$ cat src/common/nocFlitPkg.sv
package nocFlitPkg;

  localparam int FLIT_ID_W   = 3;
  localparam int FLIT_DATA_W = 16;
  localparam int PKT_LEN_W   = 12;

  typedef logic [FLIT_ID_W-1:0]   flitId_t;
  typedef logic [FLIT_DATA_W-1:0] flitData_t;
  typedef logic [PKT_LEN_W-1:0]   pktLen_t;

  // flit kinds seen on every link.
  localparam flitId_t FLIT_HEADER = 3'd1;
  localparam flitId_t FLIT_BODY   = 3'd2;

  // header data carries the packet length, header flit included.
  function automatic pktLen_t headerLength(flitData_t data);
    return data[PKT_LEN_W-1:0];
  endfunction

  function automatic logic isHeader(flitId_t flitId);
    return flitId == FLIT_HEADER;
  endfunction

  function automatic logic isBody(flitId_t flitId);
    return flitId == FLIT_BODY;
  endfunction

  // builds header data from a length, upper bits zero.
  function automatic flitData_t headerData(pktLen_t length);
    flitData_t data;
    data = '0;
    data[PKT_LEN_W-1:0] = length;
    return data;
  endfunction

endpackage

$ cat src/common/routerPortPkg.sv
package routerPortPkg;

  localparam int NUM_PORTS  = 5;
  localparam int PORT_IDX_W = 3;

  typedef logic [PORT_IDX_W-1:0] portIdx_t;
  typedef logic [NUM_PORTS-1:0]  portMask_t;  // indexed by portIdx_t.

  localparam portIdx_t PORT_L = 3'd0;
  localparam portIdx_t PORT_N = 3'd1;
  localparam portIdx_t PORT_E = 3'd2;
  localparam portIdx_t PORT_W = 3'd3;
  localparam portIdx_t PORT_S = 3'd4;

  typedef enum logic [2:0] {
    ARB_IDLE,
    ARB_L,
    ARB_N,
    ARB_E,
    ARB_W,
    ARB_S
  } arbState_t;

  localparam int QUEUE_DEPTH = 4;
  localparam int QUEUE_PTR_W = $clog2(QUEUE_DEPTH);

  typedef logic [QUEUE_PTR_W-1:0] queuePtr_t;
  typedef logic [QUEUE_PTR_W:0]   queueCnt_t;  // one extra bit for full.

endpackage

$ cat src/common/flitLinkIf.sv
interface flitLinkIf
  import nocFlitPkg::*;
();

  logic      valid;
  logic      ready;
  flitId_t   flitId;
  flitData_t data;

  modport source (
    output valid,
    output flitId,
    output data,
    input  ready
  );

  modport sink (
    input  valid,
    input  flitId,
    input  data,
    output ready
  );

  modport monitor (
    input valid,
    input ready,
    input flitId,
    input data
  );

endinterface

$ cat src/arbiter/holdTimer.sv
module holdTimer
  import nocFlitPkg::*;
(
  input  logic    clk,
  input  logic    rst,
  input  logic    load,
  input  pktLen_t length,
  input  logic    step,
  input  logic    active,
  output logic    timesUp
);

  pktLen_t count;  // flits of the packet transferred so far.
  pktLen_t limit;

  always_ff @(posedge clk)
  begin
    if (rst)
    begin
      count <= '0;
      limit <= '0;
    end
    else if (!active)
    begin
      count <= '0;
    end
    else if (load)
    begin
      count <= pktLen_t'(1);  // header counts as the first flit.
      limit <= length;
    end
    else if (step)
    begin
      count <= count + pktLen_t'(1);
    end
  end

  // zero count means no header seen yet.
  assign timesUp = (count != '0) && (count == limit);

endmodule

$ cat src/arbiter/portArbiter.sv
module portArbiter
  import nocFlitPkg::*;
  import routerPortPkg::*;
(
  input  logic            clk,
  input  logic            rst,
  flitLinkIf.monitor      heads [NUM_PORTS],
  output portMask_t       grant,
  output portIdx_t        grantPort
);

  arbState_t state;
  arbState_t nextState;
  portMask_t grantReg;
  portMask_t hdrWait;
  portMask_t xfer;
  portMask_t timesUp;
  portMask_t holding;
  portIdx_t  afterPort;

  function automatic arbState_t portState(portIdx_t port);
    arbState_t st;
    case (port)
      PORT_L:  st = ARB_L;
      PORT_N:  st = ARB_N;
      PORT_E:  st = ARB_E;
      PORT_W:  st = ARB_W;
      PORT_S:  st = ARB_S;
      default: st = ARB_IDLE;
    endcase
    return st;
  endfunction

  function automatic portIdx_t statePort(arbState_t st);
    portIdx_t port;
    case (st)
      ARB_N:   port = PORT_N;
      ARB_E:   port = PORT_E;
      ARB_W:   port = PORT_W;
      ARB_S:   port = PORT_S;
      default: port = PORT_L;
    endcase
    return port;
  endfunction

  // first waiting header in cyclic order starting at first.
  function automatic arbState_t pickNext(portMask_t req, portIdx_t first);
    arbState_t pick;
    int        pos;
    pick = ARB_IDLE;
    for (int k = NUM_PORTS - 1; k >= 0; k--)
    begin
      pos = int'(first) + k;
      if (pos >= NUM_PORTS)
      begin
        pos = pos - NUM_PORTS;
      end
      if (req[pos])
      begin
        pick = portState(portIdx_t'(pos));
      end
    end
    return pick;
  endfunction

  for (genvar p = 0; p < NUM_PORTS; p++)
  begin : gPort
    assign hdrWait[p] = heads[p].valid && isHeader(heads[p].flitId);
    assign xfer[p]    = heads[p].valid && heads[p].ready;

    holdTimer uTimer (
      .clk     (clk),
      .rst     (rst),
      .load    (xfer[p] && isHeader(heads[p].flitId)),
      .length  (headerLength(heads[p].data)),
      .step    (xfer[p] && isBody(heads[p].flitId)),
      .active  (holding[p]),
      .timesUp (timesUp[p])
    );
  end

  // grant drops in the cycle after the last flit so the next header waits.
  assign holding = grantReg & ~timesUp;
  assign grant   = holding;

  assign afterPort = (grantPort == PORT_S) ? PORT_L : grantPort + portIdx_t'(1);

  always_comb
  begin
    nextState = state;
    if (state == ARB_IDLE)
    begin
      nextState = pickNext(hdrWait, PORT_L);  // idle order L, N, E, W, S.
    end
    else if (timesUp[grantPort])
    begin
      nextState = pickNext(hdrWait, afterPort);
    end
  end

  always_ff @(posedge clk)
  begin
    if (rst)
    begin
      state     <= ARB_IDLE;
      grantReg  <= '0;
      grantPort <= PORT_L;
    end
    else
    begin
      state    <= nextState;
      grantReg <= '0;
      if (nextState != ARB_IDLE)
      begin
        grantReg[statePort(nextState)] <= 1'b1;
        grantPort                      <= statePort(nextState);
      end
    end
  end

endmodule

$ cat src/hdl/inputQueue.sv
module inputQueue
  import nocFlitPkg::*;
  import routerPortPkg::*;
(
  input  logic      clk,
  input  logic      rst,
  input  logic      inValid,
  output logic      inReady,
  input  flitId_t   inFlitId,
  input  flitData_t inData,
  flitLinkIf.source head
);

  flitId_t   idMem   [QUEUE_DEPTH];
  flitData_t dataMem [QUEUE_DEPTH];

  queuePtr_t wrPtr;
  queuePtr_t rdPtr;
  queueCnt_t count;
  queueCnt_t countNext;
  logic      push;
  logic      pop;

  assign push = inValid && inReady;
  assign pop  = head.valid && head.ready;

  assign head.valid  = (count != '0);
  assign head.flitId = idMem[rdPtr];
  assign head.data   = dataMem[rdPtr];

  assign countNext = count + queueCnt_t'(push) - queueCnt_t'(pop);

  always_ff @(posedge clk)
  begin
    if (rst)
    begin
      wrPtr   <= '0;
      rdPtr   <= '0;
      count   <= '0;
      inReady <= 1'b0;
    end
    else
    begin
      if (push)
      begin
        wrPtr <= wrPtr + queuePtr_t'(1);  // wraps at depth.
      end
      if (pop)
      begin
        rdPtr <= rdPtr + queuePtr_t'(1);
      end
      count   <= countNext;
      inReady <= (countNext != queueCnt_t'(QUEUE_DEPTH));
    end
  end

  always_ff @(posedge clk)
  begin
    if (push)
    begin
      idMem[wrPtr]   <= inFlitId;
      dataMem[wrPtr] <= inData;
    end
  end

endmodule

$ cat src/hdl/outputStage.sv
module outputStage
  import nocFlitPkg::*;
  import routerPortPkg::*;
(
  input  logic      clk,
  input  logic      rst,
  flitLinkIf.sink   heads [NUM_PORTS],
  input  portMask_t grant,
  input  portIdx_t  grantPort,
  output logic      outValid,
  input  logic      outReady,
  output flitId_t   outFlitId,
  output flitData_t outData,
  output portIdx_t  outPort
);

  portMask_t headValid;
  flitId_t   headId   [NUM_PORTS];
  flitData_t headData [NUM_PORTS];
  logic      canLoad;
  logic      pop;

  assign canLoad = !outValid || outReady;  // register empty or draining.

  for (genvar p = 0; p < NUM_PORTS; p++)
  begin : gLink
    assign headValid[p]   = heads[p].valid;
    assign headId[p]      = heads[p].flitId;
    assign headData[p]    = heads[p].data;
    assign heads[p].ready = grant[p] && canLoad;
  end

  assign pop = |(headValid & grant) && canLoad;

  always_ff @(posedge clk)
  begin
    if (rst)
    begin
      outValid <= 1'b0;
    end
    else if (canLoad)
    begin
      outValid <= pop;
    end
  end

  always_ff @(posedge clk)
  begin
    if (pop)
    begin
      outFlitId <= headId[grantPort];
      outData   <= headData[grantPort];
      outPort   <= grantPort;
    end
  end

endmodule

$ cat src/hdl/routerOutputPort.sv
module routerOutputPort
  import nocFlitPkg::*;
  import routerPortPkg::*;
(
  input  logic      clk,
  input  logic      rst,
  input  portMask_t inValid,
  output portMask_t inReady,
  input  flitId_t   inFlitId [NUM_PORTS],
  input  flitData_t inData   [NUM_PORTS],
  output logic      outValid,
  input  logic      outReady,
  output flitId_t   outFlitId,
  output flitData_t outData,
  output portIdx_t  outPort
);

  flitLinkIf headLink [NUM_PORTS] ();

  portMask_t grant;
  portIdx_t  grantPort;

  // one queue per input, index order L, N, E, W, S.
  for (genvar p = 0; p < NUM_PORTS; p++)
  begin : gQueue
    inputQueue uQueue (
      .clk      (clk),
      .rst      (rst),
      .inValid  (inValid[p]),
      .inReady  (inReady[p]),
      .inFlitId (inFlitId[p]),
      .inData   (inData[p]),
      .head     (headLink[p])
    );
  end

  portArbiter uArbiter (
    .clk       (clk),
    .rst       (rst),
    .heads     (headLink),
    .grant     (grant),
    .grantPort (grantPort)
  );

  outputStage uOutStage (
    .clk       (clk),
    .rst       (rst),
    .heads     (headLink),
    .grant     (grant),
    .grantPort (grantPort),
    .outValid  (outValid),
    .outReady  (outReady),
    .outFlitId (outFlitId),
    .outData   (outData),
    .outPort   (outPort)
  );

endmodule

$ cat config.mk
export PLATFORM = sky130hd
export DESIGN_NAME = routerOutputPort
export DESIGN_NICKNAME = d
export VERILOG_FILES = /design/src/common/nocFlitPkg.sv /design/src/common/routerPortPkg.sv /design/src/common/flitLinkIf.sv /design/src/arbiter/holdTimer.sv /design/src/arbiter/portArbiter.sv /design/src/hdl/inputQueue.sv /design/src/hdl/outputStage.sv /design/src/hdl/routerOutputPort.sv
export SDC_FILE = /design/constraint.sdc
export NUM_CORES = 1
export LEC_CHECK = 0
export BUFFER_PORTS_ARGS = -buffer_cell sky130_fd_sc_hd__buf_2
export CAP_MARGIN = 20
export CORE_AREA = 3 3 177 309
export DETAILED_ROUTE_END_ITERATION = 12
export DIE_AREA = 0 0 180 312
export PLACE_DENSITY = 0.79
export SETUP_SLACK_MARGIN = 0.5
export SLEW_MARGIN = 10
export SYNTH_ARGS = -nofsm -noshare
export SYNTH_HDL_FRONTEND = slang
export SYNTH_HIERARCHICAL = 1
export SYNTH_SLANG_ARGS = --single-unit
$ cat constraint.sdc
create_clock -name clk -period 4.3 [get_ports clk]
set_clock_uncertainty 0.15 [all_clocks]
set_input_delay 0.43 -clock clk [delete_from_list [all_inputs] [get_ports clk]]
set_output_delay 0.43 -clock clk [all_outputs]
set_load 0.02 [all_outputs]
== Word-level counts from Yosys, hierarchy flattened ==
Memory sizes are Yosys's and may differ from the RTL's. A register that Yosys moved wholly into a read port is not among the register bits.
Cells that the tools add are included.

* Add/sub/neg operators: 35
* Order comparisons: 14
* Eq/ne operators: 45
* Mux-type cells: 101
* Bitwise gates (word level): 10
* Reductions and logical operators: 78

{| class="wikitable"
|+ Operator list
! kind !! count
|-
| $mux 32 || 15
|-
| $lt 32x5->1 const B || 5
|-
| $ge 32x4->1 const B || 4
|-
| $sub 32x4->32 const B || 4
|-
| $pmux 3 s5 || 5
|-
| $add 12x1->12 const B || 5
|-
| $eq 12x12->1 || 5
|-
| $reduce_bool 12->1 || 5
|-
| $eq 3x2->1 const B || 17
|-
| $mux 3 || 17
|-
| $bmux 16 s3 || 1
|-
| $mux 2 || 20
|-
| $logic_and 1x1->1 || 37
|-
| $mux 1 || 32
|-
| $mux 16 || 2
|-
| $eq 3x1->1 const B || 10
|-
| $eq 3x3->1 const B || 8
|-
| $add 2x1->2 const B || 10
|-
| $bmux 1 s3 || 6
|-
| $logic_not 3->1 || 6
|-
| $reduce_bool 3->1 || 6
|-
| $add 3x1->3 || 5
|-
| $ne 3x3->1 const B || 5
|-
| $reduce_or 3->1 || 5
|-
| 23 further kinds || 48
|}

* Register bits after elaboration: 194
* Memory bits (writable): 380
* Output and inout port bits: 28
* Logic and storage cells: 335
* Memories kept: 10

{| class="wikitable"
|+ Memory list
! memory !! words !! bits a word !! read ports !! clocked after memory_dff !! wr ports !! RTL line !! text
|-
| gQueue[0].uQueue.dataMem || 4 || 16 || 1 || 1 || 1 || inputQueue.sv:15 || <nowiki>flitData_t dataMem [QUEUE_DEPTH];</nowiki>
|-
| gQueue[1].uQueue.dataMem || 4 || 16 || 1 || 1 || 1 || inputQueue.sv:15 ||
|-
| gQueue[2].uQueue.dataMem || 4 || 16 || 1 || 1 || 1 || inputQueue.sv:15 ||
|-
| gQueue[3].uQueue.dataMem || 4 || 16 || 1 || 1 || 1 || inputQueue.sv:15 ||
|-
| gQueue[4].uQueue.dataMem || 4 || 16 || 1 || 1 || 1 || inputQueue.sv:15 ||
|-
| gQueue[0].uQueue.idMem || 4 || 3 || 1 || 1 || 1 || inputQueue.sv:14 || <nowiki>flitId_t idMem [QUEUE_DEPTH];</nowiki>
|-
| +4 memories || - || - || - || - || - || - ||
|}

== Logic depth before layout (Yosys ltp) ==
* Depth in word-level cells: 25
* Gate-level depth with buffers: 18

== Cells and area by module ==
Netlist, hierarchy kept.

{| class="wikitable"
|+ By module, submodules not included
! module !! instances !! cells an instance !! area each (sq um)
|-
| inputQueue || 5 || 150 || 3305.7
|-
| holdTimer || 5 || 142 || 1179.9
|-
| portArbiter || 1 || 272 || 2114.5
|-
| outputStage || 1 || 127 || 1572.8
|}

== Worst setup path after synthesis ==
Ideal clock, no wire load.

* Kind: register -> register
* Start: register uArbiter.grantPort[0]
* End: register uArbiter.grantPort[2]
* Library setup time: 0.070 ns
* Arrival: 4.092 ns
* Setup slack: -0.012 ns
* Cell stages (with the launch flop): 18
* Buffers on the path: 2
* Clock period less this slack: 4.312 ns
* Cells stage by stage: dfxtp_1 buf_2 inv_1 ha_1 clkbuf_1 inv_1 ha_1 inv_1 ha_1 or2_2 a21o_1 a32oi_1 a211oi_1 o311ai_0 o211ai_1 a211oi_4 or3b_1 a21oi_1

* Word-level cells in the longest chain between the ends: 19

{| class="wikitable"
|+ Ends and longest elaborated chain
! element !! RTL line !! text
|-
| start, declared || portArbiter.sv:9 || <nowiki>output portIdx_t grantPort</nowiki>
|-
| start signal, assigned || portArbiter.sv:116 || <nowiki>grantPort <= statePort(nextState);</nowiki>
|-
| $add 3x1->3 or $eq 3x3->1 (tied branches) || portArbiter.sv:86 || <nowiki>assign afterPort = (grantPort == PORT_S) ? PORT_L : grantPort + portIdx_t'(1);</nowiki>
|-
| $mux 3 || portArbiter.sv:86 ||
|-
| $add 3x3->4 || portArbiter.sv:53 || <nowiki>pos = int'(first) + k;</nowiki>
|-
| $sub 32x4->32 or $ge 32x4->1 (tied branches) || portArbiter.sv:56, portArbiter.sv:54 ||
|-
| $mux 32 || portArbiter.sv:54 || <nowiki>if (pos >= NUM_PORTS)</nowiki>
|-
| $mux 32 || portArbiter.sv:95 || <nowiki>else if (timesUp[grantPort])</nowiki>
|-
| $mux 32 || portArbiter.sv:91 || <nowiki>if (state == ARB_IDLE)</nowiki>
|-
| $bmux 1 s3 || portArbiter.sv:58 || <nowiki>if (req[pos])</nowiki>
|-
| $mux 1 (not written as such) (2 in a row) || portArbiter.sv:58 ||
|-
| $mux 3 (5 in a row) || portArbiter.sv:58 ||
|-
| $mux 3 (*) || portArbiter.sv:95 ||
|-
| $mux 3 (*) || portArbiter.sv:91 ||
|-
| $eq 3x3->1 or $eq 3x2->1 (tied branches) || portArbiter.sv:36 || <nowiki>case (st)</nowiki>
|-
| $pmux 3 s4 || portArbiter.sv:36 ||
|}

Mark *: on every way between the ends. The rest lies on a longest branch, timed or not. The select of a mux whose other input is x is not followed.
A chain may end at the register's enable or synchronous reset.

== Worst setup path after layout ==
* Start: register uArbiter.grantPort[1]
* End: register uArbiter.grantReg[0]

* Word-level cells in the longest chain between the ends: 25

{| class="wikitable"
|+ Ends and longest elaborated chain
! element !! RTL line !! text
|-
| $add 3x1->3 or $eq 3x3->1 (tied branches) || portArbiter.sv:86 ||
|-
| $mux 3 || portArbiter.sv:86 ||
|-
| $add 3x3->4 || portArbiter.sv:53 ||
|-
| $sub 32x4->32 or $ge 32x4->1 (tied branches) || portArbiter.sv:56, portArbiter.sv:54 ||
|-
| $mux 32 || portArbiter.sv:54 ||
|-
| $mux 32 || portArbiter.sv:95 ||
|-
| $mux 32 || portArbiter.sv:91 ||
|-
| $bmux 1 s3 || portArbiter.sv:58 ||
|-
| (+9 left out) || - ||
|-
| $eq 3x3->1 or $eq 3x2->1 (tied branches) || portArbiter.sv:36 ||
|-
| $pmux 3 s4 || portArbiter.sv:36 ||
|-
| $mux 3 || portArbiter.sv:113 || <nowiki>if (nextState != ARB_IDLE)</nowiki>
|-
| $mux 3 || portArbiter.sv:103 || <nowiki>if (rst)</nowiki>
|-
| $lt 3x4->1 (not written as such) or $ge 3x1->1 (tied branches) || portArbiter.sv:115 || <nowiki>grantReg[statePort(nextState)] <= 1'b1;</nowiki>
|-
| $logic_and 1x1->1 (not written as such) || portArbiter.sv:115 ||
|-
| $mux 1 (not written as such) || portArbiter.sv:115 ||
|-
| $demux 1 s3 || - ||
|-
| end signal, assigned || portArbiter.sv:106 || <nowiki>grantReg <= '0;</nowiki>
|-
| end signal, assigned || portArbiter.sv:112 || <nowiki>grantReg <= '0;</nowiki>
|-
| end signal, assigned by index || portArbiter.sv:115 ||
|-
| end, declared || portArbiter.sv:14 || <nowiki>portMask_t grantReg;</nowiki>
|}

Marked as above.

==> impl_metrics.env <==
export IMPL_outcome="finished, final reports clean"
export IMPL_period_needed_ns=3.86
export IMPL_drv_cap=0
export IMPL_syn_area_per_cell_um2=14.0
export IMPL_ys_async_sr_fraction_pct=0
export IMPL_max_stage_delay_ns=0.43
export IMPL_hold_class="in2reg"
export IMPL_fp_dieH_um=312
export IMPL_tightestPinTransition_ns=1.02
export IMPL_synthTopCellsByArea="edfxtp_1 46%, dfxtp_1 14%, mux4_1 4.5%"
export IMPL_fp_dieW_um=180
export IMPL_crit_buf_inv=3
export IMPL_synth_edff_count=402
export IMPL_worst_setup_path_end_kind="flop"
export IMPL_synth_seq_cells=584
export IMPL_syn2layout_area_growth_pct=17.3
export IMPL_max_freq_mhz=259
export IMPL_cp_max_fo=6
export IMPL_setup_violations=0
export IMPL_route_detailed_drc=0
export IMPL_htree_levels=2
export IMPL_clock_sinks=584
export IMPL_num_rows=111
export IMPL_numCtsBuffers=50
export IMPL_die_area_mm2=0.0562
export IMPL_finalPower_mw=14.6
export IMPL_syn_inst=1859
export IMPL_min_from="inValid[4]"
export IMPL_slew_viol_final=0
export IMPL_power_density_mw_per_mm2=476
export IMPL_critical_path_required_ns=4.64
export IMPL_grt_use_total_pct=22.5
export IMPL_wl_per_cell_um=23.0
export IMPL_fin_nets=2279
export IMPL_syn_area_mm2=0.0261
export IMPL_antenna_left=0
export IMPL_dp_hpwl_mm=46.8
export IMPL_root_buffer="clkbuf_16"
export IMPL_synth_cell_types=86
export IMPL_slew_headroom_pct=31.9
export IMPL_grt_pass1_wl_mm=98.3
export IMPL_drive_gt1_share_pct=22.4
export IMPL_cts_buffer_depth=3
export IMPL_synth_top_area_share_pct=46.2
export IMPL_syn_nets=2022
export IMPL_finalHoldViolations=0
export IMPL_ys_seq_area_share_pct=60.2
export IMPL_fill_cells=3914
export IMPL_grt_max_degree=68
export IMPL_gr_total_overflow=0
export IMPL_yosys_warnings=6
export IMPL_slowest_stage="or4_4"
export IMPL_core_mm2=0.0524
export IMPL_crit_type="reg2reg"
export IMPL_tns_ns=0
export IMPL_synthFlopType="edfxtp_1"
export IMPL_rsz0062_at_grt="true"
export IMPL_crit_path_start="uArbiter/grantPort[1]$_SDFFE_PP0N_"
export IMPL_clk_pin_slew_ns=0.07
export IMPL_dr_pass1_iters=6
export IMPL_drt_iter0_drc=1256
export IMPL_viasPerCell=5.87
export IMPL_grt_pass1_vias=17000
export IMPL_initial_core_util_pct=49.9
export IMPL_cts_tree="built"
export IMPL_fin_crit_sh_pct=89.9
export IMPL_clock_latency_ns=0.58
export IMPL_routabilityCongestion=0.979
export IMPL_portBuffers=130
export IMPL_p_leak_nw=10.4
export IMPL_ys_top_cells_by_count="402 x edfxtp_1, 182 x dfxtp_1, 170 x nand2_1, 118 x a21oi_1, 74 x nor2_1"
export IMPL_yosysMostFrequentCell="edfxtp_1"
export IMPL_antenna_found_initial=2
export IMPL_cp_arrival_ns=4.20
export IMPL_critPathLaunchType="flop"
export IMPL_cp_top_family="simple AND/OR/NAND/NOR gates"
export IMPL_num_vias=16700
export IMPL_yosys_area_top_type="edfxtp_1"
export IMPL_drt_total_wl_mm=65.3
export IMPL_vdd_drop_max_uv=457
export IMPL_r2r_start="uArbiter/grantPort[1]$_SDFFE_PP0N_"
export IMPL_pin_count=131
export IMPL_cp_cell_sequence="inv_4 -> ha_4 -> nor3b_4 -> nor2_2 -> buf_4 -> ha_4 -> and2_4 -> o31a_1 -> or4_4 -> a41o_4 -> and2_4 -> o211ai_1 -> a211oi_4 -> buf_4 -> or2_4 -> o22ai_2"
power by group:
group | internal, mW | switching, mW | leakage (nW) | total (mW)
combinational | 1.40 | 1.92 | 4.48 | 3.32
clock | 2.71 | 1.98 | 0.828 | 4.69
sequential | 6.39 | 0.171 | 5.12 | 6.56
total | 10.5 | 4.06 | 10.4 | 14.6
cells in the final DEF, fill, tap and decap left out, drive strengths merged, types with 28 or more instances in the layout:
cell type / synthesis / final
mux2i: 28 / 28
ha: 55 / 55
mux4: 97 / 97
dlygate4sd3: 0 / 95
and3: 30 / 30
nand2: 170 / 170
inv: 52 / 53
clkbuf: 44 / 72
nor2: 75 / 75
mux2: 38 / 38
dfxtp: 182 / 182
a21oi: 118 / 118
buf: 57 / 211
nor2b: 34 / 34
nand4: 36 / 36
xnor2: 66 / 66
edfxtp: 402 / 402
through the flow:
stage                     setup slack (ns)  area, µm²  util (%)  hold slack (ns)  cells
after floorplan                      0.416      26200         -            0.293   1859
after global placement               0.316      27600      52.6            0.306   2628
after detailed placement             0.262      27600      52.7            0.312   2629
after CTS                            0.506      30400      58.1          0.00810   2824
after global routing                 0.360      30600      58.5           0.0399   2838
final                                0.436      30600      58.5           0.0339   2838
layer usage:
| layer | share of wire (%) | global-route usage, % |
|---|---|---|
| met5 | 0 | 0 |
| met3 | 5.0 | 3.07 |
| met4 | 6.2 | 12.8 |
| met2 | 54 | 41.8 |
| met1 | 35 | 24.5 |
layout make-up:
class	instances	area (µm²)	share of cell area (%)
antenna	2	5.00	0.0163
clock buffer	72	1450	4.73
clock inverter	22	273	0.890
inverter	52	205	0.670
multi-input combinational	1122	9880	32.2
sequential	584	15700	51.3
tap	678	848	2.77
timing repair buffer	306	2250	7.34
worst min-delay path, cell delays in order:
cell and delay, ns:
buf_2 0.15, nand3_1 0.09, a21oi_1 0.05
cells by family (layout without fill, tap and decap cells):
family	count (synthesis)	after routing	synth area share, %
xor gates and xnor gates	88	88	3.21
AOI/OAI and AO/OA	277	277	7.25
muxes	163	163	11.8
buffers and inverters	153	452	3.06
other	0	2	0
and+or+nand+nor	534	534	11.4
DFF	584	584	60.2
adders and majority gates	60	60	3.02
timing repair:
| item | in CTS | in global routing |
|---|---|---|
| buffers inserted | 6 | 8 |
| setup endpoints to repair | 10 | 18 |
| hold buffers | 95 | 0 |
| hold endpoints to repair | 380 | 0 |
| gates resized for setup | 33 | 23 |
| pin swaps | 9 | 11 |
state kept, by name, summed over array words and instances (netlist names), named ones only:
signal                       count
uOutStage/outFlitId              3
gQueue.uQueue/inReady            5
uArbiter/gPort.uTimer/count     60
uArbiter/gPort.uTimer/limit     60
uOutStage/outPort                3
uOutStage/outValid               1
gQueue.uQueue/count             15
gQueue.uQueue/dataMem          320
uArbiter/state                   3
gQueue.uQueue/idMem             60
uArbiter/grantPort               3
uOutStage/outData               16
gQueue.uQueue/wrPtr             10
uArbiter/grantReg                5
gQueue.uQueue/rdPtr             10
worst paths after layout:
| check | cells past startpoint | slack [ns] | end |
|---|---|---|---|
| worst max register to register | 16 | 0.44 | uArbiter/grantReg[0]$_SDFF_PP0_ |
| worst max-delay path | 16 | 0.44 | uArbiter/grantReg[0]$_SDFF_PP0_ |
| worst min-delay path | 3 | 0.03 | gQueue[4].uQueue/wrPtr[1]$_SDFFE_PP0P_ |
| worst min register to register | 2 | 0.32 | uArbiter/gPort[2].uTimer/limit[2]$_SDFFE_PP0P_ |
No activity file was read; power rests on OpenSTA's default activity.
